--- config.mk ---
export PLATFORM = sky130hd
export DESIGN_NAME = rv_exec_top
export DESIGN_NICKNAME = d
export VERILOG_FILES = /design/src/hdl/rv_exec_pkg.sv /design/src/hdl/instruction_decode.sv /design/src/hdl/immediate_gen.sv /design/src/hdl/int_alu.sv /design/src/hdl/reg_file.sv /design/src/hdl/exec_apb_regs.sv /design/src/hdl/exec_core.sv /design/src/hdl/rv_exec_top.sv
export SDC_FILE = /design/constraint.sdc
export NUM_CORES = 2
export LEC_CHECK = 0
export BUFFER_PORTS_ARGS = -buffer_cell sky130_fd_sc_hd__buf_2
export CORE_MARGIN = 2
export CORE_UTILIZATION = 45
export CTS_CLUSTER_DIAMETER = 50
export CTS_CLUSTER_SIZE = 20
export DETAILED_ROUTE_END_ITERATION = 6
export HOLD_SLACK_MARGIN = 0.12
export SKIP_CTS_REPAIR_TIMING = 1
export SLEW_MARGIN = 20
export SYNTH_ARGS = -nofsm -noshare
export SYNTH_HDL_FRONTEND = slang
export SYNTH_HIERARCHICAL = 1
export SYNTH_SLANG_ARGS = --single-unit
--- constraint.sdc ---
create_clock -name i_clk -period 6.3 [get_ports i_clk]
set_input_delay 0.945 -clock i_clk [delete_from_list [all_inputs] [get_ports i_clk]]
set_output_delay 0.945 -clock i_clk [all_outputs]
set_load 0.02 [all_outputs]
--- src/hdl/rv_exec_pkg.sv ---
package rv_exec_pkg;

  // ==================================================
  // Encodings
  // ==================================================

  // RV32I major opcodes.
  typedef enum logic [6:0] {
    OP_REG    = 7'b0110011,
    OP_IMM    = 7'b0010011,
    OP_LUI    = 7'b0110111,
    OP_BRANCH = 7'b1100011,
    OP_LOAD   = 7'b0000011,
    OP_STORE  = 7'b0100011,
    OP_JAL    = 7'b1101111,
    OP_JALR   = 7'b1100111,
    OP_AUIPC  = 7'b0010111
  } opcode_e;

  typedef enum logic [2:0] {
    CLS_REG,
    CLS_IMM,
    CLS_UPPER,
    CLS_BRANCH,
    CLS_ILLEGAL
  } instr_class_e;

  typedef enum logic [3:0] {
    ALU_ADD,
    ALU_SUB,
    ALU_SLL,
    ALU_SLT,
    ALU_SLTU,
    ALU_XOR,
    ALU_SRL,
    ALU_SRA,
    ALU_OR,
    ALU_AND,
    ALU_PASS_B      // LUI goes straight through.
  } alu_op_e;

  typedef enum logic [2:0] {
    BR_EQ,
    BR_NE,
    BR_LT,
    BR_GE,
    BR_LTU,
    BR_GEU,
    BR_NONE
  } branch_op_e;

  // ==================================================
  // Structs
  // ==================================================

  typedef struct packed {
    instr_class_e instr_class;
    alu_op_e      alu_op;
    branch_op_e   branch_op;
    logic         use_imm;
    logic         wr_en;
    logic [4:0]   rd;
    logic [4:0]   rs1;
    logic [4:0]   rs2;
  } decode_t;

  typedef struct packed {
    logic        valid;
    logic [31:0] instr;
  } exec_req_t;

  typedef struct packed {
    logic done;
    logic taken;
    logic illegal;
  } exec_rsp_t;

  // APB register map.
  localparam logic [7:0] REG_INSTR  = 8'h00;
  localparam logic [7:0] REG_STATUS = 8'h04;
  localparam logic [7:0] REG_RSEL   = 8'h08;
  localparam logic [7:0] REG_RDATA  = 8'h0C;

endpackage

--- src/hdl/instruction_decode.sv ---
module instruction_decode import rv_exec_pkg::*; (
  input  logic [31:0] i_instr,
  output decode_t     o_dec
);

  opcode_e    opcode;
  logic [2:0] funct3;
  logic [6:0] funct7;
  logic       f7_zero;
  logic       f7_alt;

  assign opcode  = opcode_e'(i_instr[6:0]);
  assign funct3  = i_instr[14:12];
  assign funct7  = i_instr[31:25];
  assign f7_zero = (funct7 == 7'b0000000);
  assign f7_alt  = (funct7 == 7'b0100000);  // SUB and SRA(I).

  always_comb begin
    o_dec.instr_class = CLS_ILLEGAL;
    o_dec.alu_op      = ALU_ADD;
    o_dec.branch_op   = BR_NONE;
    o_dec.use_imm     = 1'b0;
    o_dec.wr_en       = 1'b0;
    o_dec.rd          = i_instr[11:7];
    o_dec.rs1         = i_instr[19:15];
    o_dec.rs2         = i_instr[24:20];

    case (opcode)
      OP_REG: begin
        o_dec.instr_class = CLS_REG;
        o_dec.wr_en       = 1'b1;
        case (funct3)
          3'b000:  o_dec.alu_op = f7_alt ? ALU_SUB : ALU_ADD;
          3'b001:  o_dec.alu_op = ALU_SLL;
          3'b010:  o_dec.alu_op = ALU_SLT;
          3'b011:  o_dec.alu_op = ALU_SLTU;
          3'b100:  o_dec.alu_op = ALU_XOR;
          3'b101:  o_dec.alu_op = f7_alt ? ALU_SRA : ALU_SRL;
          3'b110:  o_dec.alu_op = ALU_OR;
          default: o_dec.alu_op = ALU_AND;
        endcase
        // Only ADD/SUB and SRL/SRA may carry the alternate funct7.
        if (!(f7_zero || (f7_alt && (funct3 == 3'b000 || funct3 == 3'b101)))) begin
          o_dec.instr_class = CLS_ILLEGAL;
          o_dec.wr_en       = 1'b0;
        end
      end

      OP_IMM: begin
        o_dec.instr_class = CLS_IMM;
        o_dec.use_imm     = 1'b1;
        o_dec.wr_en       = 1'b1;
        case (funct3)
          3'b000:  o_dec.alu_op = ALU_ADD;
          3'b001:  o_dec.alu_op = ALU_SLL;
          3'b010:  o_dec.alu_op = ALU_SLT;
          3'b011:  o_dec.alu_op = ALU_SLTU;
          3'b100:  o_dec.alu_op = ALU_XOR;
          3'b101:  o_dec.alu_op = f7_alt ? ALU_SRA : ALU_SRL;
          3'b110:  o_dec.alu_op = ALU_OR;
          default: o_dec.alu_op = ALU_AND;
        endcase
        if ((funct3 == 3'b001 && !f7_zero) || (funct3 == 3'b101 && !(f7_zero || f7_alt))) begin
          o_dec.instr_class = CLS_ILLEGAL;  // Bad shift encoding.
          o_dec.wr_en       = 1'b0;
        end
      end

      OP_LUI: begin
        o_dec.instr_class = CLS_UPPER;
        o_dec.alu_op      = ALU_PASS_B;
        o_dec.use_imm     = 1'b1;
        o_dec.wr_en       = 1'b1;
      end

      OP_BRANCH: begin
        o_dec.instr_class = CLS_BRANCH;
        case (funct3)
          3'b000:  o_dec.branch_op = BR_EQ;
          3'b001:  o_dec.branch_op = BR_NE;
          3'b100:  o_dec.branch_op = BR_LT;
          3'b101:  o_dec.branch_op = BR_GE;
          3'b110:  o_dec.branch_op = BR_LTU;
          3'b111:  o_dec.branch_op = BR_GEU;
          default: o_dec.instr_class = CLS_ILLEGAL;
        endcase
      end

      // No data memory and no PC here.
      OP_LOAD, OP_STORE, OP_JAL, OP_JALR, OP_AUIPC: o_dec.instr_class = CLS_ILLEGAL;

      default: o_dec.instr_class = CLS_ILLEGAL;
    endcase
  end

endmodule

--- src/hdl/immediate_gen.sv ---
module immediate_gen import rv_exec_pkg::*; (
  input  logic [31:0]  i_instr,
  input  instr_class_e i_class,
  output logic [31:0]  o_imm
);

  logic [31:0] imm_i;
  logic [31:0] imm_b;
  logic [31:0] imm_u;

  // Shift amounts sit in imm_i[4:0]; the ALU ignores the upper bits.
  assign imm_i = {{20{i_instr[31]}}, i_instr[31:20]};

  assign imm_b = {{19{i_instr[31]}}, i_instr[31], i_instr[7],
                  i_instr[30:25], i_instr[11:8], 1'b0};

  assign imm_u = {i_instr[31:12], 12'b0};

  always_comb begin
    case (i_class)
      CLS_IMM:    o_imm = imm_i;
      CLS_UPPER:  o_imm = imm_u;
      CLS_BRANCH: o_imm = imm_b;  // Offset only, nothing consumes it yet.
      default:    o_imm = '0;
    endcase
  end

endmodule

--- src/hdl/int_alu.sv ---
module int_alu import rv_exec_pkg::*; (
  input  logic [31:0] i_a,
  input  logic [31:0] i_b,
  input  alu_op_e     i_op,
  input  branch_op_e  i_br,
  output logic [31:0] o_result,
  output logic        o_taken
);

  logic [4:0] shamt;
  logic       eq;
  logic       lt_s;
  logic       lt_u;

  assign shamt = i_b[4:0];
  assign eq    = (i_a == i_b);
  assign lt_s  = ($signed(i_a) < $signed(i_b));
  assign lt_u  = (i_a < i_b);

  // ==================================================
  // Result path
  // ==================================================
  always_comb begin
    case (i_op)
      ALU_ADD:    o_result = i_a + i_b;
      ALU_SUB:    o_result = i_a - i_b;
      ALU_SLL:    o_result = i_a << shamt;
      ALU_SLT:    o_result = {31'b0, lt_s};
      ALU_SLTU:   o_result = {31'b0, lt_u};
      ALU_XOR:    o_result = i_a ^ i_b;
      ALU_SRL:    o_result = i_a >> shamt;
      ALU_SRA:    o_result = $signed(i_a) >>> shamt;  // Keeps the sign bit.
      ALU_OR:     o_result = i_a | i_b;
      ALU_AND:    o_result = i_a & i_b;
      ALU_PASS_B: o_result = i_b;
      default:    o_result = '0;
    endcase
  end

  // ==================================================
  // Branch compare
  // ==================================================
  always_comb begin
    case (i_br)
      BR_EQ:   o_taken = eq;
      BR_NE:   o_taken = !eq;
      BR_LT:   o_taken = lt_s;
      BR_GE:   o_taken = !lt_s;
      BR_LTU:  o_taken = lt_u;
      BR_GEU:  o_taken = !lt_u;
      default: o_taken = 1'b0;
    endcase
  end

endmodule

--- src/hdl/reg_file.sv ---
module reg_file #(
  parameter int NUM_REGS = 32,
  localparam int IDX_W   = $clog2(NUM_REGS)
) (
  input  logic             i_clk,
  input  logic             i_arst_n,
  input  logic [IDX_W-1:0] i_rs1_idx,
  output logic [31:0]      o_rs1_data,
  input  logic [IDX_W-1:0] i_rs2_idx,
  output logic [31:0]      o_rs2_data,
  input  logic [IDX_W-1:0] i_host_idx,
  output logic [31:0]      o_host_data,
  input  logic             i_wr_en,
  input  logic [IDX_W-1:0] i_rd_idx,
  input  logic [31:0]      i_rd_data
);

  logic [31:0] regs [NUM_REGS];

  // Entry 0 is cleared by reset and never written, so x0 reads as zero.
  always_ff @(posedge i_clk or negedge i_arst_n) begin
    if (!i_arst_n) begin
      for (int i = 0; i < NUM_REGS; i++) begin
        regs[i] <= '0;
      end
    end else if (i_wr_en && (i_rd_idx != '0)) begin
      regs[i_rd_idx] <= i_rd_data;
    end
  end

  assign o_rs1_data  = regs[i_rs1_idx];
  assign o_rs2_data  = regs[i_rs2_idx];
  assign o_host_data = regs[i_host_idx];

endmodule

--- src/hdl/exec_apb_regs.sv ---
module exec_apb_regs import rv_exec_pkg::*; #(
  parameter int NUM_REGS = 32,
  localparam int IDX_W   = $clog2(NUM_REGS)
) (
  input  logic             i_clk,
  input  logic             i_arst_n,
  input  logic             i_psel,
  input  logic             i_penable,
  input  logic             i_pwrite,
  input  logic [7:0]       i_paddr,
  input  logic [31:0]      i_pwdata,
  output logic [31:0]      o_prdata,
  output logic             o_pready,
  output logic             o_pslverr,
  output exec_req_t        o_req,
  input  exec_rsp_t        i_rsp,
  output logic [IDX_W-1:0] o_host_idx,
  input  logic [31:0]      i_host_data
);

  logic             access;
  logic             addr_hit;
  logic             bad;
  logic             wr_ok;
  logic             rd_ok;
  logic             req_valid_q;
  logic [31:0]      instr_q;
  logic [IDX_W-1:0] rsel_q;
  logic             taken_q;
  logic             illegal_q;
  logic             clr_illegal;

  // ==================================================
  // Access decode
  // ==================================================
  assign access   = i_psel && i_penable;
  assign addr_hit = (i_paddr == REG_INSTR) || (i_paddr == REG_STATUS) ||
                    (i_paddr == REG_RSEL)  || (i_paddr == REG_RDATA);
  assign bad      = !addr_hit || (i_pwrite && i_paddr == REG_RDATA) ||
                    (!i_pwrite && i_paddr == REG_INSTR);

  assign wr_ok = access && i_pwrite && !bad;
  assign rd_ok = access && !i_pwrite && !bad;

  assign o_pready  = 1'b1;  // Zero wait states.
  assign o_pslverr = access && bad;

  assign clr_illegal = wr_ok && (i_paddr == REG_STATUS) && i_pwdata[1];

  // ==================================================
  // State
  // ==================================================
  always_ff @(posedge i_clk or negedge i_arst_n) begin
    if (!i_arst_n) begin
      req_valid_q <= 1'b0;
      rsel_q      <= '0;
      taken_q     <= 1'b0;
      illegal_q   <= 1'b0;
    end else begin
      req_valid_q <= wr_ok && (i_paddr == REG_INSTR);  // One-cycle launch pulse.
      if (wr_ok && (i_paddr == REG_RSEL)) begin
        rsel_q <= IDX_W'(i_pwdata % 32'(NUM_REGS));
      end
      if (i_rsp.done) begin
        taken_q <= i_rsp.taken;
      end
      illegal_q <= (illegal_q && !clr_illegal) || (i_rsp.done && i_rsp.illegal);
    end
  end

  always_ff @(posedge i_clk) begin
    if (wr_ok && (i_paddr == REG_INSTR)) begin
      instr_q <= i_pwdata;
    end
  end

  assign o_req      = '{valid: req_valid_q, instr: instr_q};
  assign o_host_idx = rsel_q;

  // Read mux.
  always_comb begin
    o_prdata = '0;
    if (rd_ok) begin
      case (i_paddr)
        REG_STATUS: o_prdata = {30'b0, illegal_q, taken_q};
        REG_RSEL:   o_prdata = 32'(rsel_q);
        REG_RDATA:  o_prdata = i_host_data;
        default:    o_prdata = '0;
      endcase
    end
  end

endmodule

--- src/hdl/exec_core.sv ---
module exec_core import rv_exec_pkg::*; #(
  parameter int NUM_REGS = 32,
  localparam int IDX_W   = $clog2(NUM_REGS)
) (
  input  logic             i_clk,
  input  logic             i_arst_n,
  input  exec_req_t        i_req,
  output exec_rsp_t        o_rsp,
  input  logic [IDX_W-1:0] i_host_idx,
  output logic [31:0]      o_host_data
);

  decode_t     dec;
  logic [31:0] imm;
  logic [31:0] rs1_data;
  logic [31:0] rs2_data;
  logic [31:0] op_b;
  logic [31:0] result;
  logic        alu_taken;
  logic        rs1_used;
  logic        rs2_used;
  logic        idx_bad;
  logic        illegal;
  logic        wr_en;

  instruction_decode u_decode (
    .i_instr (i_req.instr),
    .o_dec   (dec)
  );

  immediate_gen u_imm (
    .i_instr (i_req.instr),
    .i_class (dec.instr_class),
    .o_imm   (imm)
  );

  // Register indices past the end only matter for RV32E.
  assign rs1_used = (dec.instr_class == CLS_REG) || (dec.instr_class == CLS_IMM) ||
                    (dec.instr_class == CLS_BRANCH);
  assign rs2_used = (dec.instr_class == CLS_REG) || (dec.instr_class == CLS_BRANCH);
  assign idx_bad  = (dec.wr_en && (32'(dec.rd) >= NUM_REGS)) ||
                    (rs1_used && (32'(dec.rs1) >= NUM_REGS)) ||
                    (rs2_used && (32'(dec.rs2) >= NUM_REGS));

  assign illegal = (dec.instr_class == CLS_ILLEGAL) || idx_bad;
  assign wr_en   = i_req.valid && dec.wr_en && !illegal;
  assign op_b    = dec.use_imm ? imm : rs2_data;

  int_alu u_alu (
    .i_a      (rs1_data),
    .i_b      (op_b),
    .i_op     (dec.alu_op),
    .i_br     (dec.branch_op),
    .o_result (result),
    .o_taken  (alu_taken)
  );

  reg_file #(.NUM_REGS(NUM_REGS)) u_regs (
    .i_clk       (i_clk),
    .i_arst_n    (i_arst_n),
    .i_rs1_idx   (dec.rs1[IDX_W-1:0]),
    .o_rs1_data  (rs1_data),
    .i_rs2_idx   (dec.rs2[IDX_W-1:0]),
    .o_rs2_data  (rs2_data),
    .i_host_idx  (i_host_idx),
    .o_host_data (o_host_data),
    .i_wr_en     (wr_en),
    .i_rd_idx    (dec.rd[IDX_W-1:0]),
    .i_rd_data   (result)
  );

  // Answer in the launch cycle.
  assign o_rsp = '{done:    i_req.valid,
                   taken:   i_req.valid && alu_taken && !illegal,
                   illegal: i_req.valid && illegal};

endmodule

--- src/hdl/rv_exec_top.sv ---
module rv_exec_top import rv_exec_pkg::*; #(
  parameter int NUM_REGS = 32
) (
  input  logic        i_clk,
  input  logic        i_arst_n,
  input  logic        i_psel,
  input  logic        i_penable,
  input  logic        i_pwrite,
  input  logic [7:0]  i_paddr,
  input  logic [31:0] i_pwdata,
  output logic [31:0] o_prdata,
  output logic        o_pready,
  output logic        o_pslverr
);

  localparam int IDX_W = $clog2(NUM_REGS);

  exec_req_t        req;
  exec_rsp_t        rsp;
  logic [IDX_W-1:0] host_idx;
  logic [31:0]      host_data;

  exec_apb_regs #(.NUM_REGS(NUM_REGS)) u_apb_regs (
    .i_clk       (i_clk),
    .i_arst_n    (i_arst_n),
    .i_psel      (i_psel),
    .i_penable   (i_penable),
    .i_pwrite    (i_pwrite),
    .i_paddr     (i_paddr),
    .i_pwdata    (i_pwdata),
    .o_prdata    (o_prdata),
    .o_pready    (o_pready),
    .o_pslverr   (o_pslverr),
    .o_req       (req),
    .i_rsp       (rsp),
    .o_host_idx  (host_idx),
    .i_host_data (host_data)
  );

  exec_core #(.NUM_REGS(NUM_REGS)) u_core (
    .i_clk       (i_clk),
    .i_arst_n    (i_arst_n),
    .i_req       (req),
    .o_rsp       (rsp),
    .i_host_idx  (host_idx),
    .o_host_data (host_data)
  );

endmodule

==> flow_metrics.tcl <==
set metrics [dict create \
    cp_num_buf_inv 5 \
    grt_pass1_vias 64000 \
    r2r.worst_path.cells 20 \
    async_flop_share 0.970 \
    placed_cells_incl_taps 9411 \
    cpMaxStageDelayCell "edfxtp_1" \
    worstPathArrival_ps 6820 \
    worst-setup-path-type "register to register" \
    finalSetupViolations 0 \
    nNetsFinal 7478 \
    syn_inst 7390 \
    cts_max_path_buffers 3 \
    setup.worst_path.start_class "register" \
    max_stage_delay_ps 660 \
    relSlewSlack 0.137 \
    synth_top_area_cell "dfrtp_1" \
    initial_core_util 0.452 \
    drc_errors 0 \
    num_vias 65900 \
    cp.required_ps 6990 \
    die_h_um 416 \
    via_per_inst 6.81 \
    final_cells 9675 \
    die-area_um2 173000 \
    overflow 0 \
    outcome "finished clean" \
    ys.flop_type "dfrtp_1" \
    yosysWarnings 6 \
    io_buffers 77 \
    coreArea_um2 169000 \
    antenna_found_initial 22 \
    syn_avg_cell_area_um2 10.3 \
    drive_gt1_frac 0.268 \
    synth_top_area_frac 0.339 \
    ioPinCount 79 \
    clkTransAtPathRegs_ps 60 \
    tns_ps 0 \
    rows 151 \
    power_density_nw_per_um2 184 \
    pre_cts_slack_ps 71.3 \
    cts-root-buf "clkbuf_16" \
    wl_per_cell_um 33.4 \
    cts_tree "yes" \
    clock_latency_ps 820 \
    maxSlewViolCount 0 \
    report.power.total_mw 15.9 \
    grt_max_degree 160 \
    ys_ff_latch 1064 \
    netlist_area_um2 76300 \
    synth_nets 7536 \
    drv_cap 0 \
    syn2layout_area_growth_pct 13.2 \
    drtPass1Iterations 6 \
    placedInstanceArea_um2 81300 \
    finalClockSkew_ps 45.7 \
    critical_path.top_delay_family "compound AO/OA/AOI/OAI gates" \
    die_width_um 416 \
    cp-end-kind "register" \
    hold_path.class "primary input to asynchronous set/reset pin" \
    route.antenna.remaining_nets 0 \
    max_freq_ghz 0.163 \
    yosysSeqAreaShare 0.351 \
    tightest_slew_ps 1290 \
    cp_cell_sequence "buf_4 > nand2b_2 > buf_4 > a21oi_1 > nand3_1 > nand3_1 > mux2_4 > inv_1 > ha_1 > nor4_1 > o21a_1 > o21a_1 > buf_4 > o211ai_1 > o21a_1 > o21ai_0 > o221ai_1 > a211o_1 > buf_12 > mux2_2" \
    hpwl_mm 208 \
    p_leak_nw 39.5 \
    netlist_top_cells_count "mux2i_1 (1,586), dfrtp_1 (1,032), mux2_2 (995)" \
    worstPathMaxFanout 31 \
    grt_first_pass_wirelength_mm 463 \
    finalHoldViolCount 0 \
    clock-sinks 1064 \
    drtIter0Drc 8391 \
    cts_max_level 4 \
    synth_edf_count 32 \
    synthTopCellsByArea "dfrtp_1 (34%), mux2i_1 (21%), mux2_2 (15%), a22oi_1 (3.0%), a21oi_1 (2.7%)" \
    layout_setup_ws_ps 168 \
    worstSetupPathDepth 20 \
    r2r_setup_slack_ps 170 \
    timing.final.crit_share 0.973 \
    grtUsageTotal 0.364 \
    gp_congestion 1.05 \
    rsz0062_at_grt "false" \
    yosys.cell_count.top_type "mux2i_1" \
    final_area_um2 86300 \
    cts_made_buffers 137 \
    peakVddDrop_uv 199 \
    drt_wl_total_mm 324 \
    ys_types 95 \
    min_period_ps 6130 \
]
## metrics by stage
| stage | util | hold slack (ps) |
|---|---|---|
| floorplan | - | 469 |
| global placement | 0.481 | 403 |
| detailed placement | 0.481 | 408 |
| CTS | 0.511 | 199 |
| global route | 0.511 | 233 |
| finish | 0.511 | 184 |
## worst register-to-register path, stage by stage (launching register included)
cell and delay [ps]:
edfxtp_1 660, buf_4 280, nand2b_2 450, buf_4 440
a21oi_1 100, nand3_1 130, nand3_1 190, mux2_4 350
inv_1 80, ha_1 350, nor4_1 600, o21a_1 280
o21a_1 200, buf_4 140, o211ai_1 220, o21a_1 300
o21ai_0 250, o221ai_1 140, a211o_1 350, buf_12 170
mux2_2 320
## layer usage
| metal | track usage | wire length (um) |
|---|---|---|
| met4 | 0.218 | 22500 |
| met1 | 0.492 | 132000 |
| met2 | 0.534 | 137000 |
| met5 | 0 | 133 |
| met3 | 0.0785 | 32500 |
## cells by family (layout without fill, tap and decap cells)
group	after synthesis	in the layout	share of synthesized area
other	1	9	0.0000492
DFF	1064	1064	0.351
and+or+nand+nor	1303	1303	0.0805
muxes	2665	2665	0.375
buffers and inverters	849	908	0.0509
adders and majority gates	101	101	0.0168
xor gates and xnor gates	11	11	0.00146
AOI/OAI and AO/OA	1396	1396	0.124
## cell type report
type                    instances  area (um2)
diodes                          8        20.0
clock buffers                 164        3720
clock inverters                92        1250
fillers                     15300       82600
inverters                     107         402
multi-input cells            5477       46100
flip-flops and latches       1064       26800
well taps                    2218        2780
repair buffers                545        5220
## cells in the final DEF, fill, tap and decap left out, types with 44 or more instances in the layout
| cell | count |
|---|---|
| nand3_1 | 315 |
| mux4_2 | 44 |
| inv_1 | 102 |
| clkbuf_16 | 140 |
| a22o_1 | 197 |
| buf_2 | 76 |
| buf_4 | 362 |
| a31oi_1 | 111 |
| ha_1 | 99 |
| nor2_1 | 190 |
| nand2b_1 | 50 |
| dfrtp_1 | 1031 |
| nor3_1 | 137 |
| nand2_1 | 399 |
| mux2_2 | 995 |
| buf_12 | 104 |
| o21ai_0 | 120 |
| a22oi_1 | 302 |
| a21oi_1 | 414 |
| mux2i_1 | 1586 |
## registers in the layout (all words and copies together) (netlist names)
name / cells
u_apb_regs/illegal_q: 1
u_apb_regs/instr_q: 32
u_apb_regs/taken_q: 1
u_core/u_regs/regs: 1024
u_apb_regs/o_host_idx: 5
u_apb_regs/req_valid_q: 1
## path summary, 6_finish.rpt
check	end	from
setup / recovery	u_core/u_regs/regs[473]$_DFFE_PN0P_	u_apb_regs/instr_q[23]$_DFFE_PP_
hold / removal	u_core/u_regs/regs[369]$_DFFE_PN0P_	i_arst_n
setup reg to reg	u_core/u_regs/regs[473]$_DFFE_PN0P_	u_apb_regs/instr_q[23]$_DFFE_PP_
hold reg to reg	u_core/u_regs/regs[997]$_DFFE_PN0P_	u_core/u_regs/regs[997]$_DFFE_PN0P_
max in group asynchronous	u_apb_regs/o_host_idx[1]$_DFFE_PN0P_	i_arst_n
min in group i_clk	u_apb_regs/instr_q[30]$_DFFE_PP_	i_pwdata[30]
## where the power goes
group | internal [mW] | switching (mW) | total, mW | leakage [nW]
sequential | 6.86 | 0.00394 | 6.87 | 14.7
clock | 5.13 | 3.53 | 8.66 | 2.43
combinational | 0.0938 | 0.289 | 0.383 | 22.4
(Power assumes the default switching activity.)
